`src/logic/l2_sram.sv`:
```
/* l2_sram: single-port synchronous RAM, read-first, with read enable
   and a cleared output register */
`timescale 1ns/10ps

module l2_sram #(
    parameter int DATA_BITS = 8,
    parameter int ADDR_BITS = 6
) (
    input  logic                 clk,
    input  logic                 wr_rst,
    input  logic                 rd_en,
    input  logic                 we,
    input  logic [ADDR_BITS-1:0] addr,
    input  logic [DATA_BITS-1:0] wr_data,
    output logic [DATA_BITS-1:0] rd_data
);

    logic [DATA_BITS-1:0] mem [2**ADDR_BITS];

    always_ff @(posedge clk) begin
        if (we) begin
            mem[addr] <= wr_data;
        end
    end

    // old contents are returned when read and write hit the same entry
    always_ff @(posedge clk) begin
        if (wr_rst) begin
            rd_data <= '0;
        end else if (rd_en) begin
            rd_data <= mem[addr];
        end
    end

endmodule

```
`config.mk`:
```
export PLATFORM = sky130hd
export DESIGN_NAME = l2_sram
export DESIGN_NICKNAME = d
export VERILOG_FILES = /design/src/logic/l2_sram.sv
export SDC_FILE = /design/constraint.sdc
export NUM_CORES = 1
export LEC_CHECK = 0
export ABC_CLOCK_PERIOD_IN_PS = 2950
export BUFFER_PORTS_ARGS = -buffer_cell sky130_fd_sc_hd__buf_2
export CORE_MARGIN = 2
export CORE_UTILIZATION = 56
export DETAILED_ROUTE_END_ITERATION = 10
export GPL_ROUTABILITY_DRIVEN = 0
export HOLD_SLACK_MARGIN = 0.08
export PLACE_DENSITY_LB_ADDON = 0.08
export SYNTH_ARGS = -nofsm -noshare
export SYNTH_HDL_FRONTEND = slang
export SYNTH_SLANG_ARGS = --single-unit
```
`constraint.sdc`:
```
create_clock -name clk -period 2.95 [get_ports clk]
set_input_delay 0.885 -clock clk [delete_from_list [all_inputs] [get_ports clk]]
set_output_delay 0.885 -clock clk [all_outputs]
set_load 0.01 [all_outputs]
```
==> results of run 1 <==
[how the worst max path moves through the flow]
stage | depth (start not counted) | slack (ns) | end | startpoint
floorplan | 8 | 0.11 | mem[12][0] | addr[1]
global placement | 9 | -0.23 | rd_data[0] | addr[1]
detailed placement | 9 | -0.28 | rd_data[0] | addr[1]
CTS | 9 | 0.33 | rd_data[0] | addr[1]
global route | 9 | 0.18 | rd_data[4] | addr[1]
finish | 9 | 0.25 | rd_data[0] | addr[1]
[worst reg2reg max path, delay by kind of cell, from the launching register on]
kind | cells | cell delay, ns
DFF | 1 | 0.37
muxes | 2 | 0.64
and+or+nand+nor | 1 | 0.50
AOI/OAI and AO/OA | 3 | 0.55
[cells in the mapped netlist, drive strengths merged (4+ instances only)]
cell type / count / share of area [%]
o221ai: 4 / 0.17
a22o: 7 / 0.30
mux2i: 70 / 3.4
mux4: 22 / 2.4
a311oi: 6 / 0.26
nor2b: 7 / 0.21
dfxtp: 8 / 0.78
a32oi: 4 / 0.17
a21oi: 25 / 0.61
o21ai: 21 / 0.51
nand3: 17 / 0.42
nor2: 99 / 1.9
a221oi: 64 / 2.8
buf: 58 / 1.7
o2bb2ai: 8 / 0.34
nor3: 4 / 0.098
clkbuf: 23 / 0.42
a22oi: 48 / 1.8
a221o: 6 / 0.29
o22ai: 25 / 0.77
and2: 4 / 0.12
nand2: 30 / 0.55
edfxtp: 512 / 75
mux2: 55 / 3.0
a31oi: 6 / 0.18
a211oi: 4 / 0.15
[layer usage]
layer	track usage (%)	up-vias	share of wire (%)
met5	0	-	0
met4	11.0	0	3.4
met3	4.77	113	9.2
met2	46.7	690	47
met1	44.1	6266	41
li1	-	5216	-
[registers in the layout, indices dropped and copies added, names as in the netlist]
| register | cells |
|---|---|
| mem | 512 |
| rd_data | 8 |
[logic make-up after synthesis]
logic type / share of synthesized area (%)
flip-flops: 76.1
buffers and inverters: 2.22
AND/OR/NAND/NOR: 3.83
multiplexers: 8.91
AO/OA/AOI/OAI: 8.95
[cell type report]
| type | count | area share, % |
|---|---|---|
| clock inverter | 30 | 0.853 |
| inverter | 3 | 0.0466 |
| multi-input combinational | 567 | 18.3 |
| timing repair buffer | 249 | 8.39 |
| clock buffer | 64 | 5.74 |
| sequential | 520 | 64.2 |
| antenna | 2 | 0.0207 |
| tap | 461 | 2.38 |
[layout by cell type, fill, tap and decap left out, types with 30 or more instances in the layout]
master,instances
a221oi_1,63
a22oi_1,48
buf_4,209
clkbuf_16,53
edfxtp_1,512
mux2_2,54
mux2i_1,70
nand2_1,30
nor2_1,96
[power by group]
group	internal [mW]	total, mW	switching, mW	leakage [nW]
sequential	8.17	8.20	0.0248	4.67
combinational	0.381	1.01	0.634	2.78
clock	3.57	6.21	2.64	0.791
total	12.1	15.4	3.30	8.25
==> metrics.md, run 1 <==
| Metric | Value |
|---|---|
| Worst Tran Pin Value | `0.979 ns` |
| Worst Path Max Fanout | `13` |
| Final-layout worst hold slack | `0.541 ns` |
| Post_cts resized | `0` |
| Total Wirelength | `56.2 mm` |
| H-tree depth | `2` |
| CP endpoint kind | `flop` |
| Req. time, crit path | `3.44 ns` |
| I/O pin count | `26` |
| 1st-pass router iterations | `5` |
| Unrepaired setup endpoints after global routing | `no` |
| Slew Viols, Final | `0` |
| Mean Syn Cell Area | `17.4 µm²` |
| Final setup fails | `0` |
| Fillers | `2501` |
| Worst setup path class | `input pin to flop` |
| Maximum VDD drop | `0.607 mV` |
| Post-synth ARST share | `0%` |
| Relative slew slack | `34.6%` |
| Final instance area | `24200 µm²` |
| Die area | `38000 µm²` |
| Pleak | `8.25 nW` |
| Clock latency on the worst-skew pair | `0.59 ns` |
| Initial antenna violation count | `2` |
| Layout cell share with drive strength beyond 1 | `28.5%` |
| Starting Density | `57.1%` |
| Syn_nets | `1189` |
| Fin Clk Skew | `0.0179 ns` |
| Yosys warns | `0` |
| Critical path's top delay family | `simple AND/OR/NAND/NOR gates` |
| DR DRC count | `0` |
| Fin util | `67.7%` |
| Most frequent CP cell | `buf_4` |
| CP Launch Type | `input pin` |
| WL per Instance | `29.6 µm` |
| Placed instance count | `1800` |
| Post-Synthesis Cell Area | `20400 µm²` |
| Critical-path top delay cell | `nor2b_1` |
| 1st-iter DRT viols | `1577` |
| Register area | `15500 µm²` |
| First-pass GRT wire length | `82.4 mm` |
| Hold Path Stages | `2` |
| Area of the multi-input gates | `4440 µm²` |
| Post-CTS setup buffer count | `0` |
| Post-synth top flop | `edfxtp_1` |
| GRT Total Usage | `30.2%` |
| FF+latch count, synth | `520` |
| Clock Path Buffers | `3` |
| Final ANT Viol Nets | `0` |
| CTS tree | `yes` |
| Post-synthesis sequential area ratio | `76.1%` |
| Post-DP HPWL | `37.7 mm` |
| Number of global-route vias before repair | `12.0k` |
| Setup ws final | `0.253 ns` |
| Hold endpoint | `rd_data[0]` |
| CP arrival | `3.19 ns` |
| Status | `finished clean` |
| Root buffer cell | `clkbuf_16` |
| CP Cell Sequence | `buf_4 -> buf_12 -> nor2b_1 -> buf_4 -> a221oi_1 -> nor2_1 -> o21ai_0 -> a21boi_0 -> a311oi_1` |
| Clk slew on worst S/H paths | `0.06 ns` |
| Placeable Area | `35700 µm²` |
| Via density | `6.48` |
| Total gr overflow | `0` |
| I/O Buffers | `25` |
| Hold_sp | `rd_data[0]` |
| R2R setup slack | `0.75 ns` |
| CTS sink count | `520` |
| Nets | `1410` |
| Max Clk Rate | `0.371 GHz` |
| CP bufs+invs | `3` |
| Max cap viols | `0` |
| DIE WIDTH | `195 µm` |
| Setup TNS | `0 ns` |
| Reg2reg start | `mem[20][5]` |
| Hold-fix buffers at CTS | `0` |
| Die Y | `195 µm` |
| Placement Setup Slack | `-0.284 ns` |
| Final Non-Filler Cells | `1896` |
| Netlist cell types | `56` |
| RR Endpoint | `rd_data[5]` |
| Largest net degree at the start of global routing | `65` |
| DR vias | `12.3k` |
| Placed Area | `22600 µm²` |
| Max stage delay on crit path | `0.79 ns` |
| Post-synth EDFFs | `512` |
| Cell area power density | `637 nW/µm²` |
| Hold Crit Class | `flop to flop` |
| Pwr Total | `15.4 mW` |
| P&R area growth vs syn | `18.5%` |
| Count of final hold-check violations | `0` |
| Rows | `69` |
| Synth Instances | `1171` |
| Worst R2R Path Depth | `6` |
| CTS Buf Count | `51` |
| Final worst path period need | `2.70 ns` |
| Final period util | `91.4%` |
Note: power is estimated with default switching activity, not from simulation.
==> run 2: changes to the inputs <==
--- a/config.mk
+++ b/config.mk
@@ -8,4 +8,5 @@
 export ABC_CLOCK_PERIOD_IN_PS = 2950
 export BUFFER_PORTS_ARGS = -buffer_cell sky130_fd_sc_hd__buf_2
+export CAP_MARGIN = 10
 export CORE_MARGIN = 2
 export CORE_UTILIZATION = 56
==> constraint.sdc (replaced) <==
create_clock -name clk -period 2.95 [get_ports clk]
set_input_delay 0.59 -clock clk [delete_from_list [all_inputs] [get_ports clk]]
set_output_delay 0.59 -clock clk [all_outputs]
set_load 0.01 [all_outputs]
==> run 2 against run 1 <==
  * Sequential power is essentially flat
  * Worst setup slack better by 0.23 ns
  * Die area stayed put
  * Critical endpoint is now mem[23][3]
  * Hold slack lost 0.18 ns
  * Core utilization shrank 1.2 points
  * Clock-buffer cell count did not move
  * Design area decreased by 1.8%
  * Critical path type unchanged
  * Register-to-register slack better by 0.09 ns
==> metrics.md, run 2 (synthesized netlist as in run 1, its figures left out) <==
| Metric | Value |
|---|---|
| Final ANT Viol Nets | `0 (unchanged)` |
| CP arrival | `2.76 ns (was 3.19 ns)` |
| Req. time, crit path | `3.24 ns (was 3.44 ns)` |
| GRT Total Usage | `29.8% (was 30.2%)` |
| H-tree depth | `2 (unchanged)` |
| I/O Buffers | `25 (unchanged)` |
| CTS sink count | `520 (unchanged)` |
| Hold Crit Class | `input pin to flop (was flop to flop)` |
| Placement Setup Slack | `-0.0101 ns (was -0.284 ns)` |
| Final period util | `83.8% (was 91.4%)` |
| CP Launch Type | `input pin (unchanged)` |
| Cell area power density | `666 nW/µm² (was 637 nW/µm²)` |
| Largest Register | `mem (unchanged)` |
| DIE WIDTH | `195 µm (unchanged)` |
| Layout cell share with drive strength beyond 1 | `25.2% (was 28.5%)` |
| P&R area growth vs syn | `16.4% (was 18.5%)` |
| Root buffer cell | `clkbuf_16 (unchanged)` |
| Number of global-route vias before repair | `11.8k (was 12.0k)` |
| Setup TNS | `0 ns (unchanged)` |
| Maximum VDD drop | `0.533 mV (was 0.607 mV)` |
| Final-layout worst hold slack | `0.365 ns (was 0.541 ns)` |
| Pleak | `7.95 nW (was 8.25 nW)` |
| Largest net degree at the start of global routing | `65 (unchanged)` |
| Max FFs per register | `512 (unchanged)` |
| Clk slew on worst S/H paths | `0.06 ns (about the same)` |
| DR vias | `12.0k (was 12.3k)` |
| R2R setup slack | `0.84 ns (was 0.75 ns)` |
| Post-CTS setup buffer count | `0 (unchanged)` |
| 1st-pass router iterations | `6 (was 5)` |
| Relative slew slack | `17.9% (was 34.6%)` |
| Max cap viols | `0 (unchanged)` |
| Initial antenna violation count | `2 (unchanged)` |
| Slew Viols, Final | `0 (unchanged)` |
| Starting Density | `57.1% (unchanged)` |
| WL per Instance | `30.4 µm (was 29.6 µm)` |
| Max stage delay on crit path | `0.65 ns (was 0.79 ns)` |
| Reg2reg start | `mem[42][5] (was mem[20][5])` |
| Most frequent cells in the layout | `512 x edfxtp_1, 145 x buf_4, 96 x nor2_1, 70 x mux2i_1, 63 x a221oi_1 (was 512 x edfxtp_1, 209 x buf_4, 96 x nor2_1, 70 x mux2i_1, 63 x a221oi_1)` |
| Die Y | `195 µm (unchanged)` |
| Most common cell after layout, fill and taps aside | `edfxtp_1 (unchanged)` |
| Worst Path Max Fanout | `19 (was 13)` |
| Clock Path Buffers | `3 (unchanged)` |
| Via density | `6.59 (was 6.48)` |
| DR DRC count | `0 (unchanged)` |
| Worst setup path class | `input pin to flop (unchanged)` |
| Count of final hold-check violations | `0 (unchanged)` |
| Clock latency on the worst-skew pair | `0.59 ns (about the same)` |
| CP Cell Sequence | `buf_4 -> buf_12 -> and2_1 -> nand3_1 -> buf_4 -> nor2_1 -> buf_4 (was buf_4 -> buf_12 -> nor2b_1 -> buf_4 -> a221oi_1 -> nor2_1 -> o21ai_0 -> a21boi_0 -> a311oi_1)` |
| Hold-fix buffers at CTS | `0 (unchanged)` |
| Nets | `1342 (was 1410)` |
| Post-DP HPWL | `36.1 mm (was 37.7 mm)` |
| Setup ws final | `0.479 ns (was 0.253 ns)` |
| CTS tree | `yes (unchanged)` |
| Max Clk Rate | `0.405 GHz (was 0.371 GHz)` |
| Fin Clk Skew | `0.0144 ns (was 0.0179 ns)` |
| Worst Tran Pin Value | `1.23 ns (was 0.979 ns)` |
| First-pass GRT wire length | `81.1 mm (was 82.4 mm)` |
| CP endpoint kind | `flop (unchanged)` |
| Total gr overflow | `0 (unchanged)` |
| Post_cts resized | `0 (unchanged)` |
| Rows | `69 (unchanged)` |
| Final worst path period need | `2.47 ns (was 2.70 ns)` |
| Fin util | `66.5% (was 67.7%)` |
| Unrepaired setup endpoints after global routing | `no (unchanged)` |
| Total Wirelength | `55.4 mm (was 56.2 mm)` |
| Final setup fails | `0 (unchanged)` |
| Largest registers | `mem x512, rd_data x8 (unchanged)` |
| I/O pin count | `26 (unchanged)` |
| Most frequent CP cell | `buf_4 (unchanged)` |
| CTS Buf Count | `51 (unchanged)` |
| CP startpoint | `addr[0] (was addr[1])` |
| Status | `finished clean (unchanged)` |
| Hold_sp | `wr_rst (was rd_data[0])` |
| Die area | `38000 µm² (unchanged)` |
| 1st-iter DRT viols | `1566 (was 1577)` |
| Critical-path top delay cell | `and2_1 (was nor2b_1)` |
| Placeable Area | `35700 µm² (unchanged)` |
## run 2: cell count changes in the layout (fill, tap and decap cells not counted), sizes merged
cell	before	now
bufinv	3	8
buf	249	181
clkinvlp	0	2
diode	2	1
clkinv	27	19
## run 2: final timing paths
kind	cells past startpoint	endpoint
worst max-delay path	7	mem[23][3]
worst min-delay path	2	rd_data[0]
worst max register to register	6	rd_data[5]
worst min register to register	2	rd_data[7]
## run 2: worst max-delay path: cells and delay by family
kind / cells / cell delay, ns
and+or+nand+nor: 3 / 1.19
buffers and inverters: 4 / 0.94
## run 2: area by class of cell
class / count / area [µm²]
fillers: 2480 / 12000
multi-input cells: 567 / 4440
flip-flops and latches: 520 / 15500
clock inverters: 29 / 338
inverters: 3 / 11.3
repair buffers: 181 / 1470
diodes: 1 / 2.50
well taps: 461 / 577
clock buffers: 64 / 1390
## run 2: metrics by stage
| stage | cell area [µm²] | power [mW] | instances |
|---|---|---|---|
| global route | 23800 | 16.2 | 1825 |
| CTS | 23800 | 15.9 | 1825 |
| global placement | 22000 | 9.27 | 1732 |
| floorplan | 20400 | 8.81 | 1171 |
| detailed placement | 22000 | 9.28 | 1732 |
| finish | 23800 | 15.8 | 1826 |
## run 2: metal layers
metal / vias to the layer above / GRT usage [%] / wire, µm
met5: - / 0 / 0
met4: 0 / 12.4 / 2180
met3: 135 / 5.67 / 5370
met2: 713 / 44.6 / 25200
met1: 6097 / 43.7 / 22600
li1: 5082 / - / -
## run 2: report_power, final
group / switching, mW / leakage [nW] / internal (mW)
sequential: 0.0277 / 4.67 / 8.17
clock: 2.68 / 0.842 / 4.01
combinational: 0.616 / 2.43 / 0.323
