==> src/logic/l2_pkg.sv <==
/* l2_pkg: cache geometry constants, field vector types and the
   state type of the init sweep machine */
package l2_pkg;

    // geometry
    localparam int L2_WAYS = 4;
    localparam int L2_WAY_BITS = 2;
    localparam int L2_SET_BITS = 6;
    localparam int L2_SETS = 64;

    // field widths
    localparam int L2_TAG_BITS = 12;
    localparam int L2_LINE_BITS = 128;
    localparam int L2_STATE_BITS = 3;
    localparam int L2_HPROT_BITS = 1;

    // coherence state written into every way by the init sweep
    localparam int L2_STATE_INVALID = 0;

    // set index
    typedef logic [L2_SET_BITS-1:0] l2_set_t;

    // way index, also the eviction-way entry
    typedef logic [L2_WAY_BITS-1:0] l2_way_t;

    typedef logic [L2_TAG_BITS-1:0] l2_tag_t;

    // four 32-bit words
    typedef logic [L2_LINE_BITS-1:0] line_t;

    typedef logic [L2_STATE_BITS-1:0] state_t;

    typedef logic [L2_HPROT_BITS-1:0] hprot_t;

    // init sweep machine
    typedef enum logic {
        INIT_SWEEP,
        INIT_READY
    } init_st_t;

endpackage

==> src/logic/l2_write_ctrl.sv <==
/* l2_write_ctrl: init sweep FSM with ready output, way decode and
   selection of write enables, address and write data */
`timescale 1ns/10ps

module l2_write_ctrl (
    input  logic            clk,
    input  logic            wr_rst,
    input  l2_pkg::l2_set_t set_in,
    input  l2_pkg::l2_way_t way,
    input  logic            wr_en_line,
    input  logic            wr_en_state,
    input  logic            wr_en_put_reqs,
    input  logic            wr_en_all_ways,
    input  logic            wr_en_evict_way,
    input  l2_pkg::state_t  wr_data_state,
    input  l2_pkg::l2_way_t wr_data_evict_way,
    output logic            ready,
    output l2_pkg::l2_set_t addr,
    output l2_pkg::state_t  state_data,
    output l2_pkg::l2_way_t evict_data,
    output logic            we_line [l2_pkg::L2_WAYS],
    output logic            we_tag [l2_pkg::L2_WAYS],
    output logic            we_state [l2_pkg::L2_WAYS],
    output logic            we_hprot [l2_pkg::L2_WAYS],
    output logic            we_evict
);

    import l2_pkg::*;

    init_st_t init_st;
    l2_set_t  sweep_set;

    // one set per cycle, then stay in INIT_READY until the next reset
    always_ff @(posedge clk) begin
        if (wr_rst) begin
            init_st <= INIT_SWEEP;
            sweep_set <= '0;
        end else if (init_st == INIT_SWEEP) begin
            sweep_set <= sweep_set + 1'b1;
            if (sweep_set == l2_set_t'(L2_SETS - 1)) begin
                init_st <= INIT_READY;
            end
        end
    end

    assign ready = (init_st == INIT_READY);

    always_comb begin
        logic way_sel;

        way_sel = 1'b0;
        addr = set_in;
        state_data = wr_data_state;
        evict_data = wr_data_evict_way;
        we_evict = 1'b0;
        for (int i = 0; i < L2_WAYS; i++) begin
            we_line[i] = 1'b0;
            we_tag[i] = 1'b0;
            we_state[i] = 1'b0;
            we_hprot[i] = 1'b0;
        end

        case (init_st)
            INIT_SWEEP: begin
                // invalidate all ways and clear the eviction entry of the swept set
                addr = sweep_set;
                state_data = state_t'(L2_STATE_INVALID);
                evict_data = '0;
                we_evict = 1'b1;
                for (int i = 0; i < L2_WAYS; i++) begin
                    we_state[i] = 1'b1;
                end
            end
            default: begin
                we_evict = wr_en_evict_way;
                for (int i = 0; i < L2_WAYS; i++) begin
                    way_sel = (way == l2_way_t'(i));
                    we_line[i] = way_sel & (wr_en_line | wr_en_put_reqs);
                    we_tag[i] = way_sel & wr_en_put_reqs;
                    we_hprot[i] = way_sel & wr_en_put_reqs;
                    // all-ways state write ignores the way index
                    we_state[i] = (way_sel & (wr_en_state | wr_en_put_reqs)) | wr_en_all_ways;
                end
            end
        endcase
    end

endmodule

==> config.mk <==
export PLATFORM = sky130hd
export DESIGN_NAME = l2_write_ctrl
export DESIGN_NICKNAME = d
export VERILOG_FILES = /design/src/logic/l2_pkg.sv /design/src/logic/l2_write_ctrl.sv
export SDC_FILE = /design/constraint.sdc
export NUM_CORES = 1
export LEC_CHECK = 0
export ABC_CLOCK_PERIOD_IN_PS = 1600
export BUFFER_PORTS_ARGS = -buffer_cell sky130_fd_sc_hd__clkbuf_2
export CAP_MARGIN = 20
export CORE_MARGIN = 1
export CORE_UTILIZATION = 37
export CTS_BUF_LIST = sky130_fd_sc_hd__clkbuf_2 sky130_fd_sc_hd__clkbuf_4 sky130_fd_sc_hd__clkbuf_8
export DETAILED_ROUTE_END_ITERATION = 8
export PLACE_DENSITY = 0.83
export SETUP_SLACK_MARGIN = 0.4
export SLEW_MARGIN = 5
export SYNTH_ARGS = -nofsm -noshare
export SYNTH_HDL_FRONTEND = slang
export SYNTH_SLANG_ARGS = --single-unit
==> constraint.sdc <==
create_clock -name clk -period 1.6 [get_ports clk]
set_clock_uncertainty 0.1 [all_clocks]
set_input_delay 0.32 -clock clk [delete_from_list [all_inputs] [get_ports clk]]
set_output_delay 0.32 -clock clk [all_outputs]
set_load 0.01 [all_outputs]
==> results of run 1 <==
-- worst min path at each step --
stage | from | end | cells after the start | slack, ns
after global placement | sweep_set[5] | sweep_set[5] | 2 | 0.38
after CTS | wr_rst | ready | 2 | 0.23
after global routing | wr_rst | sweep_set[2] | 2 | 0.23
after floorplan | wr_rst | ready | 1 | 0.28
final | wr_rst | sweep_set[2] | 2 | 0.24
after detailed placement | sweep_set[5] | sweep_set[5] | 2 | 0.39
-- cell families (layout without fill, tap and decap cells) --
logic type,count (synthesis),count (layout),share of synthesized area
AOI/OAI and AO/OA,8,8,0.0877
xor gates and xnor gates,4,4,0.0664
adders and majority gates,1,1,0.0237
buffers and inverters,7,57,0.0829
DFF,7,7,0.265
muxes,7,7,0.147
and+or+nand+nor,33,33,0.327
-- per-stage QoR --
step           power, mW  hold WS (ns)
2_1_floorplan      0.223         0.283
3_3_place_gp       0.262         0.384
3_5_place_dp       0.266         0.393
4_1_cts            0.440         0.227
5_1_grt            0.480         0.231
6_report           0.456         0.239
-- sequential cells by signal, indices dropped and copies added (netlist names) --
name       flops
sweep_set      6
ready          1
-- report_power, final --
part	switching, mW	internal [mW]
Clock	0.0608	0.112
Sequential	0.0111	0.181
Combinational	0.0432	0.0480
Total	0.115	0.341
-- layout make-up --
type / count / area [µm²]
tap: 15 / 18.8
clock buffer: 4 / 30.0
multi-input combinational: 53 / 453
inverter: 1 / 3.75
timing repair buffer: 52 / 378
fill: 96 / 288
sequential: 7 / 146
-- worst max-delay path, stage by stage (launching register included) --
cell and delay, ns:
dfxtp_4 0.35, buf_12 0.13, mux2_4 0.31, buf_6 0.13
-- cell usage after synthesis --
library cell	count	area, µm²
nor2_1	12	45.0
dfxtp_1	7	140
mux2_2	6	67.6
and2_1	5	31.3
buf_4	4	30.0
nand2_1	4	15.0
nor3_1	4	20.0
o21ai_0	4	20.0
xor2_1	3	26.3
buf_2	2	10.0
nand2b_1	2	12.5
nor2b_1	2	12.5
o31ai_1	2	15.0
a21oi_1	1	5.00
a31oi_1	1	6.26
and3_1	1	6.26
ha_1	1	12.5
inv_1	1	3.75
mux2i_1	1	10.0
nand4b_1	1	8.76
nand4b_2	1	15.0
or3_1	1	6.26
xnor2_1	1	8.76
-- layer usage --
layer | up-vias | routed length (µm)
li1 | 325 | -
met1 | 300 | 565
met2 | 26 | 926
met3 | 4 | 69
met4 | 0 | 34
met5 | - | 0
-- what timing repair did --
| item | in CTS | in global routing |
|---|---|---|
| hold endpoints to repair | 0 | 0 |
| gates cloned | 0 | 0 |
| setup endpoints to repair | 30 | 33 |
| gates resized for setup | 1 | 53 |
| buffers inserted | 2 | 2 |
| pin swaps | 0 | 2 |
==> summary.txt, run 1 <==
Critical path
  – CP arrival: 1.17 ns
  – Worst Path Class, Setup: reg2out
  – Crit start category: flop
  – Crit path launch: ready
  – FF-to-FF Start: ready
  – R2R Setup Slk: 0.19 ns
  – CP endpoint: addr[3]
  – Data required time at the worst endpoint: 1.18 ns
  – Reg2Reg Depth: 5
  – Worst Setup End Kind: output port
  – Critical register-to-register path endpoint: sweep_set[5]
  – Worst Path Max Fanout: 5

Logic synthesis
  – Ys Warns: 0
  – Post-Syn Nets: 88
  – Syn Inst Count: 67
  – Mapped cell area: 528 µm²
  – FF+latch count, synth: 7
  – Seq/Total Area, Yosys: 0.265
  – Syn_area_per_cell: 7.88 µm²
  – Number of distinct library cells after synthesis: 23

STA
  – Min Tclk post-route: 1.59 ns
  – Rel. slew slack: 0.729
  – Final setup margin: 0.0125 ns
  – Max Slew Vio Count: 0
  – Final Hold Vio Count: 0
  – Final TNS setup: 0 ns
  – RSZ-0062 raised after global routing: yes
  – Fmax: 630 MHz
  – Fin crit share: 0.992
  – Final setup fails: 0
  – Slew @ Worst Pin: 0.406 ns

Clock tree
  – CTS Hold Bufs: 0
  – CTS Buf Count: 3
  – CTS tree: done
  – Worst skew pair latency: 0.25 ns
  – H-tree levels: 1
  – Clock Sinks: 7
  – Clock Tree Buf Depth: 2
  – Clock transition at path regs: 0.06 ns
  – Root Driver: clkbuf_4

Floorplanning
  – Row count: 13
  – Initial Util: 0.401
  – Total die area: 0.00158 mm²
  – Chip height: 39.8 µm
  – IO Pins: 49
  – Core Footprint: 0.00132 mm²
  – Die X: 39.8 µm

Global routing
  – Largest net degree at the start of global routing: 12
  – GR Util met2: 0.336
  – GRT busiest layer: met2
  – Number of global-route vias before repair: 506
  – Initial antenna violation count: 0
  – Met1 usage: 0.200
  – Total GRT Usage: 0.183
  – Global route overflow: 0
  – First-pass GRT wire length: 1950 µm
  – Met3 Resource Use GR: 0.0511

Layout
  – Most common cell after layout, fill and taps aside: clkbuf_2
  – P&R area growth vs syn: 95.0%
  – Number of diodes: 0
  – Fin util: 0.782
  – Most frequent cells in the layout: clkbuf_2, buf_6, buf_2
  – Finished Layout Cells: 132
  – Final non-filler cell area: 0.00103 mm²
  – Layout cell share with drive strength beyond 1: 0.658
  – NumNets Final: 139

Min path
  – Worst min-delay path class: in2reg

Power and ir drop
  – VDD IR max: 485 µV
  – Power Dens Cells: 443 mW/mm²
  – P_leak: 0.518 nW

Placement
  – Post-Place Cells: 124
  – Port Buffers: 48
  – HPWL Detailed: 1070 µm
  – Placed cell areas: 805 µm²
  – Place WS: 0.144 ns
  – GP Congestion: 0.645

Routing
  – Routed WL per cell: 12.1 µm
  – Drc violations: 0
  – Antenna Violating Nets Remaining: 0
  – DRT iter0 DRCs: 6
  – DR vias: 655
  – Vias per inst: 4.96
  – Drt total wl: 1600 µm
  – DRT Pass-1 Iters: 4

Job
  – Max cap viols: 0

Run status
  – Status: finished clean
Note: power is estimated with default switching activity, not from simulation.
==> run 2, diff against run 1 <==
BUFFER_PORTS_ARGS = unset   (was -buffer_cell sky130_fd_sc_hd__clkbuf_2)
CAP_MARGIN = 40   (was 20)
CORE_UTILIZATION = 40   (was 37)
DONT_BUFFER_PORTS = 1   (was unset)
PLACE_DENSITY = 0.57   (was 0.83)
==> summary.txt, run 2 (synthesized netlist as in run 1, its figures left out) <==
Placement
  – GP Congestion: 0.693 (was 0.645)
  – Post-Place Cells: 75 (was 124)
  – Place WS: 0.175 ns (was 0.144 ns)
  – Placed cell areas: 563 µm² (was 805 µm²)
  – HPWL Detailed: 803 µm (was 1070 µm)
  – Port Buffers: 0 (was 48)

STA
  – Final Hold Vio Count: 0 (unchanged)
  – RSZ-0062 raised after global routing: yes (unchanged)
  – Max Slew Vio Count: 0 (unchanged)
  – Slew @ Worst Pin: 0.725 ns (was 0.406 ns)
  – Min Tclk post-route: 1.55 ns (was 1.59 ns)
  – Final setup fails: 0 (unchanged)
  – Fin crit share: 0.968 (was 0.992)
  – Rel. slew slack: 0.515 (was 0.729)
  – Final setup margin: 0.0510 ns (was 0.0125 ns)
  – Fmax: 646 MHz (was 630 MHz)

Layout
  – Final non-filler cell area: 836 µm² (was 0.00103 mm²)
  – Layout cell share with drive strength beyond 1: 0.613 (was 0.658)
  – Most frequent cells in the layout: nor2_1, buf_6, dfxtp_1 (was clkbuf_2, buf_6, buf_2)
  – NumNets Final: 97 (was 139)
  – Multi-input logic area: 520 µm² (was 453 µm²)
  – Fill cells: 98 (was 96)
  – Finished Layout Cells: 89 (was 132)
  – Fin util: 0.714 (was 0.782)
  – Number of diodes: 0 (unchanged)
  – Register bank with the most flops: sweep_set (unchanged)
  – Sequential Area: 144 µm² (was 146 µm²)
  – P&R area growth vs syn: 58.3% (was 95.0%)
  – Number of flip-flops in the largest register: 6 (unchanged)

Min path
  – Hold depth: 1 (was 2)
  – Worst min-delay path class: in2reg (unchanged)
  – Hold Path End: ready (was sweep_set[2])
  – Hold_sp: wr_rst (unchanged)

Power and ir drop
  – VDD IR max: 508 µV (was 485 µV)
  – Total power draw: 422 µW (was 456 µW)
  – P_leak: 0.336 nW (was 0.518 nW)
  – Power Dens Cells: 505 mW/mm² (was 443 mW/mm²)

Clock tree
  – Root Driver: clkbuf_4 (unchanged)
  – CTS Hold Bufs: 0 (unchanged)
  – CTS tree: done (unchanged)
  – Clock Sinks: 7 (unchanged)
  – Clock Tree Buf Depth: 2 (unchanged)
  – CTS Buf Count: 3 (unchanged)
  – Worst skew pair latency: 0.25 ns (about the same)
  – Clock transition at path regs: 0.05 ns (was 0.06 ns)
  – H-tree levels: 1 (unchanged)

Global routing
  – Largest net degree at the start of global routing: 8 (was 12)
  – Total GRT Usage: 0.193 (was 0.183)
  – First-pass GRT wire length: 1890 µm (was 1950 µm)
  – Number of global-route vias before repair: 426 (was 506)
  – Initial antenna violation count: 0 (unchanged)
  – Global route overflow: 0 (unchanged)

Critical path
  – Worst Setup End Kind: output port (unchanged)
  – Worst Path Max Fanout: 7 (was 5)
  – FF-to-FF Start: ready (unchanged)
  – Reg2Reg Depth: 5 (unchanged)
  – Crit start category: flop (unchanged)
  – Worst Path Class, Setup: reg2out (unchanged)
  – Data required time at the worst endpoint: 1.18 ns (about the same)
  – Crit path launch: ready (unchanged)
  – R2R Setup Slk: 0.11 ns (was 0.19 ns)
  – CP arrival: 1.13 ns (was 1.17 ns)
  – Critical register-to-register path endpoint: sweep_set[5] (unchanged)

Routing
  – DR vias: 520 (was 655)
  – Drt total wl: 1400 µm (was 1600 µm)
  – DRT Pass-1 Iters: 4 (unchanged)
  – Routed WL per cell: 15.7 µm (was 12.1 µm)
  – Vias per inst: 5.84 (was 4.96)
  – WL met2: 666 µm (was 926 µm)
  – Post-Route M1 WL: 582 µm (was 565 µm)
  – DRT iter0 DRCs: 8 (was 6)
  – Top Layer Used: met3 (was met4)
  – Drc violations: 0 (unchanged)
  – Antenna Violating Nets Remaining: 0 (unchanged)
  – WL met3: 153 µm (was 69 µm)

Floorplanning
  – IO Pins: 49 (unchanged)
  – Row count: 12 (was 13)
  – Total die area: 0.00147 mm² (was 0.00158 mm²)
  – Core Footprint: 0.00117 mm² (was 0.00132 mm²)
  – Initial Util: 0.451 (was 0.401)
  – Chip height: 38.3 µm (was 39.8 µm)
  – Die X: 38.3 µm (was 39.8 µm)

Run status
  – Status: finished clean (unchanged)

Job
  – Max cap viols: 0 (unchanged)
run 2: cell types whose count changed in the layout (fill, tap and decap cells not counted), moves of 3 or more:
cell and change:
buf_6 -6, mux2_2 +4, nor3_4 +3, buf_2 -11
clkbuf_2 -25, mux2_4 -4, and2_1 -5, and2_4 +5
run 2: worst max-delay path: stages (launching register included):
cell and delay, ns:
dfxtp_4 0.42, buf_6 0.14, nor2b_4 0.20, o31ai_2 0.12
run 2: timing repair:
action                                  in CTS  in global routing
pin swaps                                    6                  8
buffers inserted                             6                  4
endpoints found under the setup margin      30                 35
resized for setup                           28                 16
run 2: layer usage:
layer,vias up,track usage
met4,0,0
met5,-,0
met1,234,0.228
met2,40,0.322
li1,246,-
met3,0,0.110
run 2: cell type report:
cell class | count | share of cell area
Multi-Input combinational cell | 53 | 0.623
Sequential cell | 7 | 0.172
Tap cell | 14 | 0.0210
Inverter | 1 | 0.00449
Clock buffer | 4 | 0.0359
Timing Repair Buffer | 10 | 0.144
run 2: worst max-delay path by stage:
stage                             end  slack [ns]  depth (start not counted)
after global placement     we_line[2]        0.19                          2
after CTS                  we_line[0]        0.06                          3
final                     we_state[2]        0.05                          3
after global routing      we_state[2]      -0.009                          3
after detailed placement   we_line[2]        0.18                          2
after floorplan             we_tag[0]        0.27                          5
run 2: power by group:
part	switching [mW]	internal, mW	total (mW)	leakage [nW]
logic	0.0267	0.0219	0.0485	0.260
registers	0.0120	0.180	0.192	0.0578
clock network	0.0699	0.112	0.182	0.0184
total	0.109	0.314	0.422	0.336
run 2: metrics by stage:
step | TNS [ns] | hold WS, ns
4_1_cts | 0 | 0.0181
2_1_floorplan | 0 | 0.283
6_report | 0 | 0.0176
3_5_place_dp | 0 | 0.287
3_3_place_gp | 0 | 0.286
5_1_grt | -0.0153 | 0.00334
